[src/hdl/triadic_alu_pkg.sv]
`default_nettype none

package triadic_alu_pkg;

    // Forward path latency in clock cycles
    localparam int PIPELINE_STAGES = 4;

    // --------------------
    // Field types

    // Truth table of a two-input function, indexed by {a, b}
    typedef logic [3:0] dyadic_op_t;
    // Source of the R-like steering operand
    typedef logic [1:0] r_sel_t;
    // Shift applied after the final combine
    typedef logic [1:0] shift_sel_t;
    // Operand negation, one bit per operand
    typedef logic [1:0] add_sub_t;

    // Full control word
    localparam int CTRL_WIDTH = 20;
    typedef logic [CTRL_WIDTH-1:0] ctrl_t;

    // --------------------
    // Lowest bit of each field, MSB field last
    localparam int R_SEL_LSB   = 0;
    localparam int D1_LSB      = 2;
    localparam int D2_LSB      = 6;
    localparam int DUAL_LSB    = 10;
    localparam int ADD_SUB_LSB = 11;
    localparam int D3_LSB      = 13;
    localparam int SHIFT_LSB   = 17;
    localparam int SPLIT_LSB   = 19;

    // --------------------
    // Field encodings
    localparam r_sel_t R_SEL_R        = 2'd0;
    localparam r_sel_t R_SEL_ZERO     = 2'd1;
    localparam r_sel_t R_SEL_NEGATIVE = 2'd2;
    localparam r_sel_t R_SEL_S        = 2'd3;

    localparam shift_sel_t SHIFT_NONE = 2'd0;
    localparam shift_sel_t SHIFT_LSR  = 2'd1;
    localparam shift_sel_t SHIFT_ASR  = 2'd2;
    localparam shift_sel_t SHIFT_LSL  = 2'd3;

    // Bit positions inside add_sub_t
    localparam int NEG_A_BIT = 0;
    localparam int NEG_B_BIT = 1;

endpackage

`default_nettype wire

[src/hdl/dyadic_boolean_op.sv]
`timescale 1ns/1ps
`default_nettype none

// Universal two-input bitwise Boolean operator
// Any of the sixteen dyadic functions, chosen by its truth table
module dyadic_boolean_op #(
    parameter int WORD_WIDTH = 32
) (
    input  wire triadic_alu_pkg::dyadic_op_t op,
    input  wire [WORD_WIDTH-1:0]             a,
    input  wire [WORD_WIDTH-1:0]             b,
    output logic [WORD_WIDTH-1:0]            o
);

    // --------------------
    // One truth-table lookup per bit

    genvar i;

    generate
        for (i = 0; i < WORD_WIDTH; i++) begin : g_bit
            // Index is 2*a + b
            // e.g. 4'b1000 is AND, 4'b1110 is OR, 4'b1010 passes b
            assign o[i] = op[{a[i], b[i]}];
        end
    endgenerate

endmodule

`default_nettype wire

[src/hdl/signed_add_sub.sv]
`timescale 1ns/1ps
`default_nettype none

// Computes +/-A +/-B modulo 2^WORD_WIDTH
// Carry and signed overflow come from the final addition
module signed_add_sub #(
    parameter int WORD_WIDTH = 32
) (
    input  wire [WORD_WIDTH-1:0]           a,
    input  wire [WORD_WIDTH-1:0]           b,
    input  wire triadic_alu_pkg::add_sub_t add_sub,
    output logic [WORD_WIDTH-1:0]          sum,
    output logic                           carry_out,
    output logic                           overflow
);

    import triadic_alu_pkg::*;

    // Operands after optional negation
    logic [WORD_WIDTH-1:0] op_a;
    logic [WORD_WIDTH-1:0] op_b;

    // --------------------
    // Two's complement negation wraps, so -MIN stays MIN
    assign op_a = add_sub[NEG_A_BIT] ? (~a + 1'b1) : a;
    assign op_b = add_sub[NEG_B_BIT] ? (~b + 1'b1) : b;

    // --------------------
    // One extra bit catches the carry beyond the MSB
    assign {carry_out, sum} = {1'b0, op_a} + {1'b0, op_b};

    // --------------------
    // Same input signs, different result sign
    assign overflow = (op_a[WORD_WIDTH-1] == op_b[WORD_WIDTH-1])
                   && (sum[WORD_WIDTH-1] != op_a[WORD_WIDTH-1]);

endmodule

`default_nettype wire

[src/hdl/delay_line.sv]
`timescale 1ns/1ps
`default_nettype none

// Shift-register delay, DEPTH cycles, cleared by reset
// DEPTH of 0 is a plain connection
module delay_line #(
    parameter int DEPTH = 1,
    parameter int WIDTH = 1
) (
    input  wire              clock,
    input  wire              rst_n,
    input  wire [WIDTH-1:0]  in,
    output logic [WIDTH-1:0] out
);

    generate
        if (DEPTH == 0) begin : g_pass
            // No registers at all
            assign out = in;
        end else begin : g_chain
            // Stage 0 is nearest the input
            logic [WIDTH-1:0] stage [DEPTH];

            always_ff @(posedge clock) begin
                if (!rst_n) begin
                    for (int i = 0; i < DEPTH; i++) begin
                        stage[i] <= '0;
                    end
                end else begin
                    stage[0] <= in;
                    // Move everything one step on
                    for (int i = 1; i < DEPTH; i++) begin
                        stage[i] <= stage[i-1];
                    end
                end
            end

            // Oldest entry leaves
            assign out = stage[DEPTH-1];
        end
    endgenerate

endmodule

`default_nettype wire

[src/hdl/triadic_forward_path.sv]
`timescale 1ns/1ps
`default_nettype none

// Four-stage triadic Boolean / arithmetic datapath
// Ra = g(A,B,R) when split, Rb = shift(h(g'(A,B,R), +/-A+/-B))
module triadic_forward_path #(
    parameter int WORD_WIDTH = 32
) (
    input  wire                         clock,
    input  wire                         rst_n,
    input  wire                         in_valid,
    input  wire triadic_alu_pkg::ctrl_t control,
    input  wire [WORD_WIDTH-1:0]        a,
    input  wire [WORD_WIDTH-1:0]        b,
    input  wire [WORD_WIDTH-1:0]        r,
    input  wire [WORD_WIDTH-1:0]        s,
    input  wire                         r_zero,
    input  wire                         r_negative,
    output logic [WORD_WIDTH-1:0]       ra,
    output logic [WORD_WIDTH-1:0]       rb,
    output logic                        carry_out,
    output logic                        overflow,
    output logic                        out_valid
);

    import triadic_alu_pkg::*;

    // Sum leaves the adder and is consumed two stages later
    localparam int SUM_DELAY = 2;

    // Control word as seen by each stage
    ctrl_t ctrl_pipe [PIPELINE_STAGES];
    // Control fields, each taken at the stage that uses it
    r_sel_t     r_sel;
    dyadic_op_t d1_op;
    dyadic_op_t d2_op;
    dyadic_op_t d3_op;
    add_sub_t   add_sub;
    logic       dual;
    shift_sel_t shift_sel;
    logic       split;
    // Stage 0
    logic [WORD_WIDTH-1:0] r_operand;
    logic [WORD_WIDTH-1:0] d1_raw;
    logic [WORD_WIDTH-1:0] d2_raw;
    logic [WORD_WIDTH-1:0] sum_raw;
    logic                  carry_raw;
    logic                  overflow_raw;
    logic [WORD_WIDTH-1:0] r_operand_q;
    logic [WORD_WIDTH-1:0] d1_q;
    logic [WORD_WIDTH-1:0] d2_q;
    logic [1:0]            pred_q;
    // Stage 1
    logic [WORD_WIDTH-1:0] r_steer;
    logic [WORD_WIDTH-1:0] triadic_q;
    logic [WORD_WIDTH-1:0] steered_q;
    // Stage 2
    logic [WORD_WIDTH-1:0] sum_q;
    logic [WORD_WIDTH-1:0] d3_raw;
    logic [WORD_WIDTH-1:0] d3_q;
    logic [WORD_WIDTH-1:0] triadic_d;
    // Stage 3
    logic [WORD_WIDTH-1:0] shifted;

    // Per-bit pick, mask bit 1 takes the d2 side
    function automatic logic [WORD_WIDTH-1:0] bit_select(
        input logic [WORD_WIDTH-1:0] mask,
        input logic [WORD_WIDTH-1:0] when_0,
        input logic [WORD_WIDTH-1:0] when_1
    );
        return (mask & when_1) | (~mask & when_0);
    endfunction

    // --------------------
    // Control pipeline, one register per stage boundary

    assign ctrl_pipe[0] = control;

    genvar k;

    generate
        for (k = 1; k < PIPELINE_STAGES; k++) begin : g_ctrl
            delay_line #(
                .DEPTH (1),
                .WIDTH (CTRL_WIDTH)
            ) u_ctrl_delay (
                .clock (clock),
                .rst_n (rst_n),
                .in    (ctrl_pipe[k-1]),
                .out   (ctrl_pipe[k])
            );
        end
    endgenerate

    assign r_sel     = ctrl_pipe[0][R_SEL_LSB +: $bits(r_sel_t)];
    assign d1_op     = ctrl_pipe[0][D1_LSB +: $bits(dyadic_op_t)];
    assign d2_op     = ctrl_pipe[0][D2_LSB +: $bits(dyadic_op_t)];
    assign add_sub   = ctrl_pipe[0][ADD_SUB_LSB +: $bits(add_sub_t)];
    assign dual      = ctrl_pipe[1][DUAL_LSB];
    assign d3_op     = ctrl_pipe[2][D3_LSB +: $bits(dyadic_op_t)];
    assign shift_sel = ctrl_pipe[3][SHIFT_LSB +: $bits(shift_sel_t)];
    assign split     = ctrl_pipe[3][SPLIT_LSB];

    // Valid bit follows the operation through every stage
    delay_line #(
        .DEPTH (PIPELINE_STAGES),
        .WIDTH (1)
    ) u_valid_delay (
        .clock (clock),
        .rst_n (rst_n),
        .in    (in_valid),
        .out   (out_valid)
    );

    // --------------------
    // Stage 0: pick R, d1 and d2, start add/sub

    // Flags replicated into full-width masks
    always_comb begin
        case (r_sel)
            R_SEL_R:        r_operand = r;
            R_SEL_ZERO:     r_operand = {WORD_WIDTH{r_zero}};
            R_SEL_NEGATIVE: r_operand = {WORD_WIDTH{r_negative}};
            R_SEL_S:        r_operand = s;
        endcase
    end

    dyadic_boolean_op #(.WORD_WIDTH(WORD_WIDTH)) d1 (.op(d1_op), .a(a), .b(b), .o(d1_raw));
    dyadic_boolean_op #(.WORD_WIDTH(WORD_WIDTH)) d2 (.op(d2_op), .a(a), .b(b), .o(d2_raw));

    signed_add_sub #(
        .WORD_WIDTH (WORD_WIDTH)
    ) u_add_sub (
        .a         (a),
        .b         (b),
        .add_sub   (add_sub),
        .sum       (sum_raw),
        .carry_out (carry_raw),
        .overflow  (overflow_raw)
    );

    // Adder registers sit behind it, retiming can spread them
    delay_line #(
        .DEPTH (SUM_DELAY),
        .WIDTH (WORD_WIDTH)
    ) u_sum_delay (
        .clock (clock),
        .rst_n (rst_n),
        .in    (sum_raw),
        .out   (sum_q)
    );

    // Predicates ride straight to the outputs
    delay_line #(
        .DEPTH (PIPELINE_STAGES),
        .WIDTH (2)
    ) u_pred_delay (
        .clock (clock),
        .rst_n (rst_n),
        .in    ({carry_raw, overflow_raw}),
        .out   (pred_q)
    );

    assign carry_out = pred_q[1];
    assign overflow  = pred_q[0];

    // --------------------
    // Stages 0 to 2 registers

    // Dual mode steers the second pick with the complement
    assign r_steer = dual ? ~r_operand_q : r_operand_q;

    // Stage 2 combine, second pick against the sum
    dyadic_boolean_op #(.WORD_WIDTH(WORD_WIDTH)) d3 (.op(d3_op), .a(steered_q), .b(sum_q),
        .o(d3_raw));

    always_ff @(posedge clock) begin
        if (!rst_n) begin
            r_operand_q <= '0;
            d1_q        <= '0;
            d2_q        <= '0;
            triadic_q   <= '0;
            steered_q   <= '0;
            d3_q        <= '0;
            triadic_d   <= '0;
        end else begin
            r_operand_q <= r_operand;
            d1_q        <= d1_raw;
            d2_q        <= d2_raw;
            // Stage 1, plain triadic result and its steered twin
            triadic_q   <= bit_select(r_operand_q, d1_q, d2_q);
            steered_q   <= bit_select(r_steer, d1_q, d2_q);
            // Stage 2, triadic result just waits a stage
            d3_q        <= d3_raw;
            triadic_d   <= triadic_q;
        end
    end

    // --------------------
    // Stage 3: shift, then split

    always_comb begin
        case (shift_sel)
            SHIFT_NONE: shifted = d3_q;
            SHIFT_LSR:  shifted = d3_q >> 1;
            SHIFT_ASR:  shifted = $signed(d3_q) >>> 1;
            SHIFT_LSL:  shifted = d3_q << 1;
        endcase
    end

    always_ff @(posedge clock) begin
        if (!rst_n) begin
            ra <= '0;
            rb <= '0;
        end else begin
            rb <= shifted;
            // Split hands Ra the bare triadic result
            ra <= split ? triadic_d : shifted;
        end
    end

endmodule

`default_nettype wire

[src/hdl/result_feedback.sv]
`timescale 1ns/1ps
`default_nettype none

// Holds R (last valid Ra) and the persistent S
// Zero and negative flags derived from R
module result_feedback #(
    parameter int WORD_WIDTH = 32
) (
    input  wire                   clock,
    input  wire                   rst_n,
    input  wire [WORD_WIDTH-1:0]  ra,
    input  wire                   ra_valid,
    input  wire                   s_load,
    input  wire [WORD_WIDTH-1:0]  s_value,
    output logic [WORD_WIDTH-1:0] r,
    output logic [WORD_WIDTH-1:0] s,
    output logic                  r_zero,
    output logic                  r_negative
);

    // --------------------
    // R register, one cycle behind a valid Ra

    always_ff @(posedge clock) begin
        if (!rst_n) begin
            r <= '0;
        end else if (ra_valid) begin
            r <= ra;
        end
    end

    // --------------------
    // S register, only changed on request

    always_ff @(posedge clock) begin
        if (!rst_n) begin
            s <= '0;
        end else if (s_load) begin
            s <= s_value;
        end
    end

    // --------------------
    // Flags track R with no extra delay

    assign r_zero     = (r == '0);
    // Sign bit of R
    assign r_negative = r[WORD_WIDTH-1];

endmodule

`default_nettype wire

[src/hdl/triadic_alu.sv]
`timescale 1ns/1ps
`default_nettype none

// Triadic ALU top, forward path plus R/S feedback
module triadic_alu #(
    parameter int WORD_WIDTH = 32
) (
    input  wire                         clock,
    input  wire                         rst_n,
    input  wire                         in_valid,
    input  wire triadic_alu_pkg::ctrl_t control,
    input  wire [WORD_WIDTH-1:0]        a,
    input  wire [WORD_WIDTH-1:0]        b,
    input  wire                         s_load,
    input  wire [WORD_WIDTH-1:0]        s_value,
    output logic [WORD_WIDTH-1:0]       ra,
    output logic [WORD_WIDTH-1:0]       rb,
    output logic                        carry_out,
    output logic                        overflow,
    output logic                        out_valid
);

    // Feedback operands into the forward path
    logic [WORD_WIDTH-1:0] r;
    logic [WORD_WIDTH-1:0] s;
    logic                  r_zero;
    logic                  r_negative;

    // --------------------
    // Datapath

    triadic_forward_path #(
        .WORD_WIDTH (WORD_WIDTH)
    ) u_forward_path (
        .clock      (clock),
        .rst_n      (rst_n),
        .in_valid   (in_valid),
        .control    (control),
        .a          (a),
        .b          (b),
        .r          (r),
        .s          (s),
        .r_zero     (r_zero),
        .r_negative (r_negative),
        .ra         (ra),
        .rb         (rb),
        .carry_out  (carry_out),
        .overflow   (overflow),
        .out_valid  (out_valid)
    );

    // --------------------
    // Ra loops back as R

    result_feedback #(
        .WORD_WIDTH (WORD_WIDTH)
    ) u_feedback (
        .clock      (clock),
        .rst_n      (rst_n),
        .ra         (ra),
        .ra_valid   (out_valid),
        .s_load     (s_load),
        .s_value    (s_value),
        .r          (r),
        .s          (s),
        .r_zero     (r_zero),
        .r_negative (r_negative)
    );

endmodule

`default_nettype wire

[config.mk]
export PLATFORM = sky130hd
export DESIGN_NAME = triadic_alu
export DESIGN_NICKNAME = d
export VERILOG_FILES = /design/src/hdl/triadic_alu_pkg.sv /design/src/hdl/dyadic_boolean_op.sv /design/src/hdl/signed_add_sub.sv /design/src/hdl/delay_line.sv /design/src/hdl/triadic_forward_path.sv /design/src/hdl/result_feedback.sv /design/src/hdl/triadic_alu.sv
export SDC_FILE = /design/constraint.sdc
export NUM_CORES = 1
export LEC_CHECK = 0
export ABC_AREA = 1
export BUFFER_PORTS_ARGS = -buffer_cell sky130_fd_sc_hd__buf_2
export CORE_ASPECT_RATIO = 1.75
export CORE_MARGIN = 8
export CORE_UTILIZATION = 57
export DETAILED_ROUTE_END_ITERATION = 16
export PLACE_DENSITY = 0.77
export SLEW_MARGIN = 20
export SYNTH_ARGS = -nofsm -noshare
export SYNTH_HDL_FRONTEND = slang
export SYNTH_SLANG_ARGS = --single-unit
[constraint.sdc]
create_clock -name clock -period 5.5 [get_ports clock]
set_input_delay 0.55 -clock clock [delete_from_list [all_inputs] [get_ports clock]]
set_output_delay 0.55 -clock clock [all_outputs]
set_load 0.02 [all_outputs]
==> flow_summary.ini, run 1 <==
[run_status]
outcome = finished, final reports clean

[synth]
postSynthAreaPerCell_sq_um = 7.004
synth_compound_area_share_pct = 21.33
yosys_warnings = 0
synth.ff_latch_count = 446
synth_area_leaders = dfxtp_1, nand2_1, a21oi_1
synth_simple_gate_area_share_pct = 20.90
ys_async_sr_fraction_pct = 0
syn_inst = 3038
synth_top_family_by_area = compound AO/OA/AOI/OAI gates
synth_cell_types = 49
synthAdderAreaFrac_pct = 2.093
synth_xor_area_share_pct = 3.293
syn-cell-area_sq_um = 21280
synthesis.nets = 3193
synth_top_area_cell = dfxtp_1
synthMuxAreaShare_pct = 0
yosysSeqAreaShare_pct = 41.96
synth-edff-count = 0
ys.flop_type = dfxtp_1
synth_top_area_share_pct = 41.96

[drt]
wl_met1_microns = 25320
drt-total-wl_microns = 65730
via_per_inst = 5.552
drc = 0
first_pass_iters = 6
avgRoutedWirePerCell_microns = 18.33
wl_met2_microns = 33900
drt-initial-drc-count = 1551
num_vias = 19916
routed.top_layer = met5
ant_nets = 0
route.met3.wl_microns = 2938

[clock_network]
clock-sinks = 446
ctsLongestPathBuffers = 3
cts_tree = yes
hold_buffers = 0
clk_pin_slew_ns = 0.07
root_buffer = clkbuf_16
cts_buffers = 36
post_cts_resize_count = 0
h-tree-depth = 2
cts_setup_buffers = 0
clk_latency_ns = 0.52

[power]
switching_share_pct = 28.85
power_mw = 7.790
p_leak_nw = 11.47
p_seq_share_pct = 46.8
combPwrFrac_pct = 17.9
peakVddDrop_mv = 0.2719
p_sw_mw = 2.247
power.internal_mw = 5.543
clkPwrFrac_pct = 35.3
p_per_area_nw_per_um2 = 333.5

[cells_and_area]
nets = 3241
stdcell_count = 3587
syn2layout_area_growth_pct = 9.779
largest_register = u_forward_path.u_sum_delay.g_chain.stage
antenna_cells = 0
fillerInstances = 3366
layout-drive-gt1-share_pct = 9.737
largest_reg_flops = 64

[critical_path]
endpoint_kind = flop
cp_max_fo = 10
critPathKind = input pin to flop
critPathRequiredTime_ns = 5.94
cp.arrival_ns = 3.96
startpoint_type = input pin

[timing]
clock_skew_ns = 0.01303
max_freq_mhz = 284.5
worst_pin_slew_ns = 1.092
relSlewSlack_pct = 27.07
maxSlewViolCount = 0
min_period_over_period_pct = 63.91
hold_viol = 0
rsz0062_at_grt = false
setup_tns_ns = 0
setup_viol = 0
period_minus_slack_ns = 3.515

[global_route]
grt_pass1_wl_microns = 102600
track_usage_pct = 28.99
grt_pass1_vias = 19326
grt_overflow_total = 0
antenna_found_initial = 3
grt_max_degree = 228

[die]
start_util_pct = 57.87
core_area_sq_um = 36770
io_pins = 187
dieWidth_microns = 162.1
die_h_microns = 271.6
die-area_sq_um = 44010
rows = 93

[place]
hpwl_microns = 49100
portBuffers = 186
gp_congestion = 1.027
dp_cells = 3523

[flow_run]
drv_cap = 0

[worst_hold_path]
hp-class = input pin to flop
[final cells by class]
cell class	count	area [sq um]	area share, %
timing repair buffer	196	1027	4.398
sequential	446	8931	38.23
tap	475	594.3	2.544
clock buffer	50	1065	4.558
clock inverter	14	209.0	0.8945
multi-input combinational	2035	10140	43.39
inverter	371	1396	5.978
[cell families (layout without fill, tap and decap cells)]
logic type | count (synthesis) | after routing
AND/OR/NAND/NOR | 1093 | 1093
adder cells (fa/ha/maj) | 35 | 35
AO/OA/AOI/OAI | 827 | 827
buffers and inverters | 557 | 631
XOR/XNOR | 80 | 80
flip-flops | 446 | 446
[path summary, 6_finish.rpt]
path                                start                                         endpoint  slack [ns]  depth (start not counted)
max reg2reg                          flop                             u_forward_path.ra[0]        2.89                          8
min                           control[10]                                             flop        0.22                          3
min reg2reg  u_forward_path.triadic_q[18]                     u_forward_path.triadic_d[18]        0.40                          2
max                                  b[0]  u_forward_path.u_sum_delay.g_chain.stage[0][25]        1.99                         20
[synthesized netlist by cell type (5+ instances only)]
cell type  count
nor2_2        13
inv_2          5
buf_1         11
xnor2_1        7
xor2_1        73
o21ai_0      283
nand4_1       13
nand3_1       55
nor2_4         5
clkbuf_1     122
ha_1          34
o211ai_1     124
inv_1        363
nand2_1      579
nor2_1       383
a21oi_1      375
buf_6          8
nor3_1        17
dfxtp_1      446
o22ai_1       24
buf_2         41
[cells in the final DEF, fill, tap and decap left out, types with 4 or more instances in the layout]
cell and count:
a21oi_1 375, buf_2 185, buf_4 9, bufinv_16 5, clkbuf_1 4, clkbuf_16 37, clkbuf_8 10, clkinv_1 4
clkinv_2 7, dfxtp_1 444, ha_1 34, inv_1 361, inv_2 4, nand2_1 579, nand2_2 4, nand3_1 55
nand3_2 4, nand4_1 13, nor2_1 381, nor2_2 15, nor2_4 5, nor3_1 17, nor4_1 4, o211ai_1 124
o21a_1 4, o21ai_0 283, o21ai_1 4, o221ai_1 4, o22ai_1 24, xnor2_1 7, xor2_1 73
[per-stage QoR]
step                      util [%]  setup slack [ns]  hold slack, ns  instance area (sq um)
after CTS                    63.53             2.118          0.2113                  23360
after global placement       60.06             1.561          0.3942                  22080
final                        63.53             1.985          0.2157                  23360
after detailed placement     60.06             1.602          0.3960                  22080
after global routing         63.53             1.730          0.2278                  23360
after floorplan                  -             2.730          0.3864                  21280
[power by group through the flow]
stage	Combinational (mW)	Clock, mW	Sequential [mW]
after global placement	1.35	0	3.70
final	1.40	2.75	3.64
after detailed placement	1.37	0	3.71
after CTS	1.38	2.78	3.64
after floorplan	0.951	0	3.70
after global routing	1.56	2.90	3.66
[layer usage]
metal,GRT usage (%),up-vias
met5,0,-
met4,15.34,2
met3,2.925,177
met2,53.98,683
met1,31.54,9173
li1,-,9881
[critical path: stages]
cell and delay, ns:
buf_2 0.16, inv_2 0.10, ha_1 0.27, inv_1 0.18, nor3_2 0.48, inv_1 0.13
nor2_1 0.12, nand3_1 0.11, xor2_1 0.15, a21oi_1 0.11, ha_1 0.46, nand2_1 0.15
nor2_1 0.32, nand2_1 0.12, inv_1 0.08, nand2_1 0.05, and2_0 0.17, nand3_1 0.08
nand2_1 0.05, nor2_1 0.12
Power figures use the tool's default switching activity.
==> inputs of run 2 (changes only) <==
clock period = 3.4 ns   (was 5.5 ns; I/O delays follow)
==> run 2 against run 1 <==
Against the previous run:
- worst setup slack worse by 1.7 ns
- first-iteration DRC count down 6.8%
- global-route usage up 0.68 points
- clock power up 62%
- largest power group unchanged
- non-clock buffer count up 40
- critical path type unchanged
- count of clock-buffer cells in the layout down 5
- critical path depth down 1
- sequential share of layout area down 0.57 points
- flip-flop and latch count unchanged
- routed wire length up 1.7%
- sequential power up 62%
==> flow_summary.ini, run 2 (synthesized netlist as in run 1, its figures left out) <==
[run_status]
outcome = finished, final reports clean

[global_route]
grt_pass1_vias = 19336
met1_usage_pct = 32.51
grt_pass1_wl_microns = 103600
track_usage_pct = 29.67
busiest_layer = met2
grt_max_degree = 194
grt_overflow_total = 0
antenna_found_initial = 2
met2_usage_pct = 54.74
use_met3_pct = 3.152

[critical_path]
max_stage_delay_ns = 0.39
startpoint_type = input pin
crit_top_cell = nand2_1
cp.arrival_ns = 3.56
endpoint_kind = flop
rr_worst_depth = 9
path_cells = buf_2 > inv_1 > ha_1 > nand2_1 > nor2_4 > nand3_2 > nor3_4 > nand2_1 > nand3_1 > nand2_1 > ha_1 > nand2_1 > nor2_1 > nand2_1 > nor3_1 > nand2_1 > nand3_1 > nand2_1 > a21oi_1
cpMaxStageDelayCell = ha_1
cp_max_fo = 6
critPathRequiredTime_ns = 3.85
critPathKind = input pin to flop

[timing]
clock_skew_ns = 0.01319
min_period_over_period_pct = 91.39
max_freq_mhz = 321.8
setup_viol = 0
maxSlewViolCount = 0
rsz0062_at_grt = false
hold_viol = 0
worst_pin_slew_ns = 1.107
relSlewSlack_pct = 26.12
period_minus_slack_ns = 3.107

[power]
power_mw = 12.63
p_leak_nw = 11.68
p_per_area_nw_per_um2 = 532.6
peakVddDrop_mv = 0.3215

[drt]
drt-total-wl_microns = 66860
first_pass_iters = 6
num_vias = 19992
via_per_inst = 5.507
avgRoutedWirePerCell_microns = 18.42
drt-initial-drc-count = 1446
ant_nets = 0
drc = 0

[worst_hold_path]
hp-class = input pin to flop
holdPathStages = 3

[die]
dieWidth_microns = 162.1
io_pins = 187
core_area_sq_um = 36770
rows = 93
die-area_sq_um = 44010
start_util_pct = 57.87
die_h_microns = 271.6

[clock_network]
clk_pin_slew_ns = 0.08
root_buffer = clkbuf_16
clock-sinks = 446
ctsLongestPathBuffers = 3
cts_buffers = 37
h-tree-depth = 2
clk_latency_ns = 0.54
cts_tree = yes

[cells_and_area]
largest_register = u_forward_path.u_sum_delay.g_chain.stage
syn2layout_area_growth_pct = 11.45
stdcell_count = 3630
layout-drive-gt1-share_pct = 10.81
layout_common_cells = nand2_1, dfxtp_1, nor2_1
final_common_cell = nand2_1
largest_reg_flops = 64
nets = 3282

[place]
dp_cells = 3556
hpwl_microns = 49890
portBuffers = 186
gp_congestion = 1.041

[flow_run]
drv_cap = 0
-- run 2: cell types whose count changed in the layout (fill, tap and decap cells not counted), sizes merged --
| cell | before | now |
|---|---|---|
| dlygate4sd3 | 0 | 7 |
| buf | 195 | 228 |
| inv | 367 | 375 |
| diode | 0 | 1 |
| clkbuf | 51 | 46 |
| clkinvlp | 0 | 2 |
| bufinv | 5 | 3 |
| clkinv | 13 | 12 |
-- run 2: worst max-delay path: cells and delay by family --
family,cells,cell delay [ns]
AND/OR/NAND/NOR,14,2.17
adder cells (fa/ha/maj),2,0.65
AO/OA/AOI/OAI,1,0.16
buffers and inverters,2,0.23
-- run 2: final cells by class --
| type | instances | area, sq um |
|---|---|---|
| diodes | 1 | 2.502 |
| clock buffers | 45 | 1049 |
| clock inverters | 21 | 242.7 |
| fillers | 3265 | 13060 |
| inverters | 371 | 1396 |
| multi-input cells | 2035 | 10140 |
| flip-flops and latches | 446 | 8931 |
| well taps | 475 | 594.3 |
| repair buffers | 236 | 1358 |
-- run 2: metrics by stage --
step	setup TNS, ns	setup slack (ns)	instance area, sq um	hold WS, ns	utilization [%]
global placement	-1.647	-0.3323	22340	0.3944	60.77
global route	0	0.1393	23710	0.01289	64.49
finish	0	0.2928	23720	0.01765	64.50
floorplan	0	0.8402	21280	0.3864	-
CTS	0	0.2942	23710	0.004480	64.47
detailed placement	-0.9373	-0.2623	22350	0.3953	60.77
-- run 2: worst paths after layout --
check	start	to	slack [ns]
worst min-delay path	s_value[26]	u_feedback.s[26]	0.02
worst max-delay path	a[0]	u_forward_path.u_pred_delay.g_chain.stage[0][1]	0.29
worst min register to register	u_forward_path.triadic_q[25]	u_forward_path.triadic_d[25]	0.41
worst max register to register	flop	u_forward_path.ra[5]	1.26
-- run 2: repair_timing --
item / in CTS / in global routing
buffers inserted: 0 / 0
endpoints found under the hold margin: 7 / 0
resized for setup: 0 / 1
setup endpoints to repair: 0 / 2
hold buffers: 7 / 0
-- run 2: per-layer routing --
metal,up-vias,share of wire [%],wire [microns]
met5,-,0,0
met1,9166,38,25700
met2,692,51,34270
met4,0,5.5,3647
li1,9970,-,-
met3,164,4.9,3246
-- run 2: power by group --
part / internal [mW] / switching [mW] / total [mW]
combinational: 0.753 / 1.53 / 2.28
clock: 2.48 / 1.97 / 4.45
sequential: 5.66 / 0.248 / 5.90
total: 8.89 / 3.74 / 12.6
